==> config.mk <==
export PLATFORM = sky130hd
export DESIGN_NAME = audio_pipeline
export DESIGN_NICKNAME = d
export VERILOG_FILES = /design/src/audio_pkg.sv /design/src/sample_if.sv /design/src/audio_pipeline.sv /design/src/lowpass_fir.sv /design/src/tone_source.sv
export SDC_FILE = /design/constraint.sdc
export NUM_CORES = 1
export LEC_CHECK = 0
export BUFFER_PORTS_ARGS = -buffer_cell sky130_fd_sc_hd__buf_2
export CAP_MARGIN = 25
export CORE_MARGIN = 5
export CORE_UTILIZATION = 35
export CTS_CLUSTER_SIZE = 30
export DETAILED_ROUTE_END_ITERATION = 8
export GPL_ROUTABILITY_DRIVEN = 0
export GPL_TIMING_DRIVEN = 0
export PLACE_DENSITY = 0.54
export SLEW_MARGIN = 10
export SYNTH_ARGS = -nofsm -noshare
export SYNTH_HDL_FRONTEND = slang
export SYNTH_SLANG_ARGS = --single-unit
==> constraint.sdc <==
create_clock -name clock -period 10.1 [get_ports clock]
set_clock_uncertainty 0.15 [all_clocks]
set_input_delay 2.02 -clock clock [delete_from_list [all_inputs] [get_ports clock]]
set_output_delay 2.02 -clock clock [all_outputs]
set_load 0.01 [all_outputs]
==> src/audio_pkg.sv <==
package audio_pkg;

  //////////////////////////////////////////////////////////////////////
  // sample format
  //////////////////////////////////////////////////////////////////////

  // 8-bit signed audio, same width for mic and tone
  localparam int sample_width = 8;

  typedef logic signed [sample_width-1:0] sample_t;

  // where a sample came from, tagged along the pipeline
  typedef enum logic {
    SOURCE_MIC,
    SOURCE_TONE
  } sample_source_t;

  //////////////////////////////////////////////////////////////////////
  // tone generator
  //////////////////////////////////////////////////////////////////////

  localparam int tone_points      = 64;
  localparam int tone_index_width = 6;

  // one sine period, top byte of each 20-bit point
  // starts at zero and rises, peak at entry 16, trough at entry 48
  localparam sample_t tone_table [0:tone_points-1] = '{
    8'sh00, 8'sh0C, 8'sh18, 8'sh25, 8'sh30, 8'sh3C, 8'sh47, 8'sh51,
    8'sh5A, 8'sh62, 8'sh6A, 8'sh70, 8'sh76, 8'sh7A, 8'sh7D, 8'sh7F,
    8'sh7F, 8'sh7F, 8'sh7D, 8'sh7A, 8'sh76, 8'sh70, 8'sh6A, 8'sh62,
    8'sh5A, 8'sh51, 8'sh47, 8'sh3C, 8'sh30, 8'sh25, 8'sh18, 8'sh0C,
    8'sh00, 8'shF3, 8'shE7, 8'shDA, 8'shCF, 8'shC3, 8'shB8, 8'shAE,
    8'shA5, 8'sh9D, 8'sh95, 8'sh8F, 8'sh89, 8'sh85, 8'sh82, 8'sh80,
    8'sh80, 8'sh80, 8'sh82, 8'sh85, 8'sh89, 8'sh8F, 8'sh95, 8'sh9D,
    8'shA5, 8'shAE, 8'shB8, 8'shC3, 8'shCF, 8'shDA, 8'shE7, 8'shF3
  };

  //////////////////////////////////////////////////////////////////////
  // low-pass FIR
  //////////////////////////////////////////////////////////////////////

  localparam int fir_taps        = 31;
  localparam int tap_index_width = 5;
  // ring is one deeper than the tap count
  localparam int history_depth   = 32;

  localparam int coeff_width = 10;

  typedef logic signed [coeff_width-1:0] coeff_t;

  // coefficients scaled by 2**acc_shift
  localparam int acc_width = 18;
  localparam int acc_shift = 10;

  typedef logic signed [acc_width-1:0] acc_t;

  // symmetric about tap 15, peak of 128
  localparam coeff_t fir_coeffs [0:fir_taps-1] = '{
    -10'sd1,  -10'sd1,  -10'sd3,  -10'sd5,
    -10'sd6,  -10'sd7,  -10'sd5,  10'sd0,
    10'sd10,  10'sd26,  10'sd46,  10'sd69,
    10'sd91,  10'sd110, 10'sd123, 10'sd128,
    10'sd123, 10'sd110, 10'sd91,  10'sd69,
    10'sd46,  10'sd26,  10'sd10,  10'sd0,
    -10'sd5,  -10'sd7,  -10'sd6,  -10'sd5,
    -10'sd3,  -10'sd1,  -10'sd1
  };

  // fir sequencer states
  typedef enum logic [1:0] {
    FIR_IDLE,
    FIR_ACCUMULATE,
    FIR_EMIT
  } fir_state_t;

  //////////////////////////////////////////////////////////////////////
  // pipeline timing
  //////////////////////////////////////////////////////////////////////

  // accept, 31 taps, then the result register
  localparam int fir_cycles = 32;

  // one extra cycle for the stage 1 register
  localparam int pipeline_latency = fir_cycles + 1;

  // gap between strobes so the fir is idle again
  localparam int min_strobe_spacing = 34;

endpackage

==> src/sample_if.sv <==
`timescale 1ns/1ns

// one tagged sample handed from stage to stage
// valid is a single-cycle strobe, the rest is stable while it is high
interface sample_if
  import audio_pkg::*;
();

  logic           valid;
  sample_t        data;
  // filter enable that rides with this sample
  logic           filter;
  // mic or tone origin of the sample
  sample_source_t data_source;

  // producer side
  modport source (
    output valid, data, filter, data_source
  );

  // consumer side
  modport sink (
    input valid, data, filter, data_source
  );

endinterface

==> src/audio_pipeline.sv <==
`timescale 1ns/1ns

// audio sample path, top level
// stage 1 picks mic or tone, stage 2 filters or bypasses
// strobe to out_valid is a fixed pipeline_latency cycles
module audio_pipeline
  import audio_pkg::*;
(
  input  logic           clock,
  input  logic           reset,
  // sample capture
  input  logic           sample_ready,
  input  sample_t        mic_data,
  // mode controls
  input  logic           playback,
  input  logic           filter,
  // result
  output logic           out_valid,
  output sample_t        out_data,
  output sample_source_t out_source
);

  //////////////////////////////////////////////////////////////////////
  // stage link
  //////////////////////////////////////////////////////////////////////

  // tagged sample from stage 1 to stage 2
  sample_if stage_link ();

  //////////////////////////////////////////////////////////////////////
  // stages
  //////////////////////////////////////////////////////////////////////

  // source select, mic loopback or tone table
  tone_source u_tone_source (
    .clock        (clock),
    .reset        (reset),
    .sample_ready (sample_ready),
    .mic_data     (mic_data),
    .playback     (playback),
    .filter       (filter),
    .out          (stage_link)
  );

  // low-pass filter with per-sample bypass
  lowpass_fir u_lowpass_fir (
    .clock      (clock),
    .reset      (reset),
    .in         (stage_link),
    .out_valid  (out_valid),
    .out_data   (out_data),
    .out_source (out_source)
  );

endmodule

==> src/lowpass_fir.sv <==
`timescale 1ns/1ns

// stage 2 of the audio pipeline
// sequential 31-tap low-pass FIR, one multiply-accumulate per clock
// bypassed samples take the same path so timing never changes
module lowpass_fir
  import audio_pkg::*;
(
  input  logic           clock,
  input  logic           reset,
  sample_if.sink         in,
  output logic           out_valid,
  output sample_t        out_data,
  output sample_source_t out_source
);

  //////////////////////////////////////////////////////////////////////
  // state and storage
  //////////////////////////////////////////////////////////////////////

  fir_state_t state;

  // ring of past samples, newest at write_offset - 1
  sample_t history [0:history_depth-1];
  logic [tap_index_width-1:0] write_offset;

  // current tap, also the age of the sample it reads
  logic [tap_index_width-1:0] tap;
  logic [tap_index_width-1:0] read_addr;

  acc_t acc;
  acc_t product;

  // tags and raw value of the sample being worked on
  sample_t        raw_sample;
  logic           filter_on;
  sample_source_t held_source;

  //////////////////////////////////////////////////////////////////////
  // datapath
  //////////////////////////////////////////////////////////////////////

  // sample tap steps older than the newest one
  assign read_addr = write_offset - tap - tap_index_width'(1);

  // signed product, sized to the accumulator
  assign product = history[read_addr] * fir_coeffs[tap];

  //////////////////////////////////////////////////////////////////////
  // sequencer
  //////////////////////////////////////////////////////////////////////

  always_ff @(posedge clock) begin
    if (reset) begin
      state        <= FIR_IDLE;
      write_offset <= '0;
      tap          <= '0;
      acc          <= '0;
      out_valid    <= 1'b0;
      out_data     <= '0;
      out_source   <= SOURCE_MIC;
      // history restarts from silence
      for (int i = 0; i < history_depth; i++) begin
        history[i] <= '0;
      end
    end else begin
      // strobe is high for one cycle only
      out_valid <= 1'b0;

      case (state)
        FIR_IDLE: begin
          if (in.valid) begin
            // every sample enters the history, filtered or not
            history[write_offset] <= in.data;
            write_offset          <= write_offset + tap_index_width'(1);
            acc                   <= '0;
            tap                   <= '0;
            state                 <= FIR_ACCUMULATE;
          end
        end

        FIR_ACCUMULATE: begin
          // sum wraps at 18 bits
          acc <= acc + product;
          tap <= tap + tap_index_width'(1);
          if (tap == tap_index_width'(fir_taps - 1)) begin
            state <= FIR_EMIT;
          end
        end

        FIR_EMIT: begin
          out_valid  <= 1'b1;
          out_source <= held_source;
          if (filter_on) begin
            // drop the coefficient scaling
            out_data <= acc[acc_width-1:acc_shift];
          end else begin
            out_data <= raw_sample;
          end
          state <= FIR_IDLE;
        end

        default: begin
          state <= FIR_IDLE;
        end
      endcase
    end
  end

  // a strobe during a busy fir is not taken
  always_ff @(posedge clock) begin
    if (state == FIR_IDLE && in.valid) begin
      raw_sample  <= in.data;
      filter_on   <= in.filter;
      held_source <= in.data_source;
    end
  end

endmodule

==> src/tone_source.sv <==
`timescale 1ns/1ns

// stage 1 of the audio pipeline
// picks mic loopback or the sine tone on every sample strobe
module tone_source
  import audio_pkg::*;
(
  input  logic     clock,
  input  logic     reset,
  input  logic     sample_ready,
  input  sample_t  mic_data,
  input  logic     playback,
  input  logic     filter,
  sample_if.source out
);

  //////////////////////////////////////////////////////////////////////
  // tone index
  //////////////////////////////////////////////////////////////////////

  // position in the sine table
  logic [tone_index_width-1:0] tone_index;
  // table entry at the current position
  sample_t tone_sample;

  assign tone_sample = tone_table[tone_index];

  // index moves on every strobe, also in loopback
  // so the tone phase keeps running while the mic is heard
  always_ff @(posedge clock) begin
    if (reset) begin
      tone_index <= '0;
    end else if (sample_ready) begin
      // wraps at 64 by width
      tone_index <= tone_index + tone_index_width'(1);
    end
  end

  //////////////////////////////////////////////////////////////////////
  // output register
  //////////////////////////////////////////////////////////////////////

  // one-cycle strobe, one clock after sample_ready
  always_ff @(posedge clock) begin
    if (reset) begin
      out.valid <= 1'b0;
    end else begin
      out.valid <= sample_ready;
    end
  end

  // payload only loads on a strobe
  always_ff @(posedge clock) begin
    if (sample_ready) begin
      if (playback) begin
        out.data        <= tone_sample;
        out.data_source <= SOURCE_TONE;
      end else begin
        out.data        <= mic_data;
        out.data_source <= SOURCE_MIC;
      end
      // captured now so a later switch change misses this sample
      out.filter <= filter;
    end
  end

endmodule

==> results by group <==
Critical path
  • Crit-path cells: clkbuf_1 -> inv_1 -> ha_1 -> fa_1 -> clkbuf_1 -> clkbuf_1 -> mux4_2 -> mux4_2 -> mux2i_4 -> nand2b_1 -> fa_1 -> fa_1 -> inv_1 -> fa_1 -> fa_1 -> fa_1 -> ha_1 -> o21ai_0 -> o21ai_0 -> a221oi_1 -> o21ai_0 -> xnor2_1 -> o21ai_0
  • Crit path launch: u_lowpass_fir.tap[0]
  • R2R Setup Slk: 0.86 ns
  • Critical Path AT: 9.47 ns
  • Crit path top cell by count: fa_1
  • Largest stage delay, worst path: 0.80 ns
  • Worst path slowest cell: clkbuf_1
  • FF-to-FF path depth: 23
  • Worst path required time: 10.33 ns
  • Type of the worst setup path: reg -> reg
  • Critical Path Start Type: flip-flop
  • Critical Path Sink: u_lowpass_fir.acc[15]
  • R2r endpoint: u_lowpass_fir.acc[15]
  • Max FO, Critical Path: 10
  • Crit path capture type: flip-flop
  • Reg2Reg Launch Point: u_lowpass_fir.tap[0]

Global route
  • Global-route wire length before repair: 76000 um
  • Initial antenna violation count: 0
  • Gr usage total: 0.168
  • Largest net degree at the start of global routing: 16
  • Vias in the first global route: 12200
  • Grt total ovfl: 0

STA
  • Slew at the pin closest to its max-slew limit: 1.06 ns
  • Rel. slew slack: 0.292
  • Max Transition Viols Final: 0
  • Setup Viol. Count Final: 0
  • RSZ-0062 raised after global routing: no
  • Final clock period utilization by the worst path: 0.914
  • Setup TNS: 0 ns
  • Min Tclk post-route: 9.24 ns
  • Max Fclk: 0.108 GHz
  • Fin. Hold Viols: 0

Clocking
  • Worst skew pair latency: 0.53 ns
  • Worst-path clk slew: 0.06 ns
  • Num CTS Buffers: 35
  • Clk root buf: clkbuf_16
  • CTS tree: built
  • Max clock buf depth: 3
  • H-Tree Depth: 2
  • CTS resizes: 0
  • Cts hold-fix bufs: 0
  • Clk sinks: 323
  • Post-CTS setup buffer count: 0

Die
  • Top-Level Pins: 23
  • Initial Util: 0.352
  • Die width: 242 um
  • Die area: 58800 um^2
  • Core Rows: 85
  • Core area: 53700 um^2
  • Die Y: 242 um

Synthesis
  • Cell Area, Synth: 18900 um^2
  • Synth area leader: edfxtp_1
  • EDFF count, synth: 276
  • Netlist cell types: 57
  • Post-synthesis xor/xnor area fraction: 0.0130
  • Mapped Nets: 1668
  • Main combinational cell family by area after synthesis: simple AND/OR/NAND/NOR gates
  • Post-Synth Adder-Cell Area: 0.130
  • Avg Cell Area, Syn: 12.5 um^2
  • Synth Area in Compound Gates: 0.0553
  • Main flop type after synthesis: edfxtp_1
  • Ys async rst share: 0
  • Cells after Synth: 1509
  • FF+latch count, synth: 323
  • Sequential fraction of the synthesis area: 0.488
  • Post-synthesis simple-gate area fraction: 0.157
  • Top cells by count, synth: edfxtp_1, and2_1, nor2_1
  • Top post-synthesis cells by area: edfxtp_1, fa_1, mux4_2
  • Mux cell area share after synthesis: 0.115
  • Top-count cell post-synth: edfxtp_1
  • Synth warn: 0
  • Post-synth top area share: 0.438

Placed design
  • DP Area: 19900 um^2
  • IO buf count: 22
  • HPWL after detailed placement: 36200 um

Hold path
  • Hold path cells: 0
  • HP Class: reg -> reg
  • HP Start: u_tone_source.out.data_source

Drt
  • Remaining DRCs: 0
  • WL final: 49800 um
  • Routed len/inst: 21.7 um
  • Post-route ant nets: 0
  • Vias per std cell: 5.17
  • DRT Pass-1 Iters: 5
  • DR iter-0 viols: 872
  • DR vias: 11900

Status
  • Status: complete, no violations

Run
  • Total of max-cap violations: 0

Final layout
  • Antenna cells: 0
  • Area delta synth->final: 11.4%
  • FILL cells: 5072
  • Layout net count: 1729
  • Final Cell Area: 21100 um^2
  • Ratio of cells with drive above 1 in the final layout: 0.125
[per-stage QoR]
step | hold WS, ns | setup WS, ns | cells | util
finish | 0.273 | 0.864 | 2290 | 0.392
global route | 0.287 | 0.364 | 2290 | 0.392
CTS | 0.279 | 0.775 | 2290 | 0.392
detailed placement | 0.265 | 0.893 | 2229 | 0.371
global placement | 0.251 | 0.688 | 2227 | 0.370
floorplan | 0.250 | 2.63 | 1509 | -
[cells in the final DEF (no fill, tap or decap), types with 7 or more instances in the layout]
| master | netlist | final |
|---|---|---|
| nand2_1 | 54 | 54 |
| edfxtp_1 | 276 | 276 |
| a31oi_1 | 11 | 11 |
| nor2_1 | 132 | 132 |
| a21o_1 | 7 | 7 |
| and2_1 | 257 | 257 |
| ha_1 | 61 | 61 |
| nand2b_1 | 15 | 15 |
| fa_1 | 85 | 85 |
| dfxtp_1 | 47 | 47 |
| inv_1 | 113 | 113 |
| a21oi_1 | 40 | 40 |
| nand3_1 | 14 | 14 |
| nor3_1 | 8 | 8 |
| o21ai_0 | 44 | 44 |
| buf_2 | 1 | 23 |
| mux4_1 | 8 | 8 |
| xnor2_1 | 20 | 20 |
| or2_2 | 32 | 32 |
| mux4_2 | 73 | 73 |
| mux2i_1 | 16 | 16 |
| a211oi_1 | 15 | 15 |
| clkbuf_16 | 0 | 37 |
| nor2b_1 | 16 | 16 |
| clkbuf_1 | 66 | 75 |
| a22o_1 | 7 | 7 |
[cell type report]
| class | count | area [um^2] | area share |
|---|---|---|---|
| timing repair buffer | 24 | 125 | 0.00594 |
| inverter | 114 | 428 | 0.0203 |
| tap | 696 | 871 | 0.0413 |
| clock buffer | 46 | 960 | 0.0456 |
| sequential | 323 | 9230 | 0.438 |
| buffer | 79 | 347 | 0.0165 |
| multi-input combinational | 993 | 8910 | 0.423 |
| clock inverter | 15 | 196 | 0.00933 |
[how the worst min path moves through the flow]
| stage | slack, ns | end |
|---|---|---|
| 6_report | 0.27 | u_lowpass_fir.held_source |
| 5_1_grt | 0.29 | u_lowpass_fir.held_source |
| 4_1_cts | 0.28 | u_lowpass_fir.held_source |
| 3_5_place_dp | 0.27 | u_lowpass_fir.held_source |
| 3_3_place_gp | 0.25 | u_lowpass_fir.held_source |
| 2_1_floorplan | 0.25 | u_lowpass_fir.filter_on |
[cell families after synthesis]
logic type	after synthesis
flip-flops	323
AND/OR/NAND/NOR	552
buffers and inverters	193
adder cells (fa/ha/maj)	146
AO/OA/AOI/OAI	164
multiplexers	105
XOR/XNOR	26
[registers in the layout, summed over array words and instances, names as in the netlist]
name	cells
u_lowpass_fir.out_valid	1
u_lowpass_fir.filter_on	1
u_tone_source.out.filter	1
u_tone_source.out.data_source	1
u_tone_source.tone_index	6
u_tone_source.out.valid	1
u_lowpass_fir.raw_sample	8
u_tone_source.out.data	8
u_lowpass_fir.out_source	1
u_lowpass_fir.acc	18
u_lowpass_fir.write_offset	5
u_lowpass_fir.state	2
u_lowpass_fir.history	256
u_lowpass_fir.out_data	8
u_lowpass_fir.tap	5
u_lowpass_fir.held_source	1
[metal layers]
metal / up-vias / GRT usage / share of wire
met1: 6011 / 0.237 / 0.45
li1: 5432 / - / -
met2: 320 / 0.273 / 0.47
met5: - / 0 / 0
met4: 0 / 0.0572 / 0.033
met3: 87 / 0.0191 / 0.048
[worst max-delay path, delay by kind of cell, from the launching register on]
family	cells	cell delay, ns
buffers and inverters	5	1.99
and+or+nand+nor	1	0.20
DFF	1	0.38
AOI/OAI and AO/OA	5	1.17
adders and majority gates	8	3.52
xor gates and xnor gates	1	0.19
muxes	3	1.49
Power is left out: the tool's default activity adds up to more than one toggle a clock period on the data nets, which glitch-free logic cannot reach.
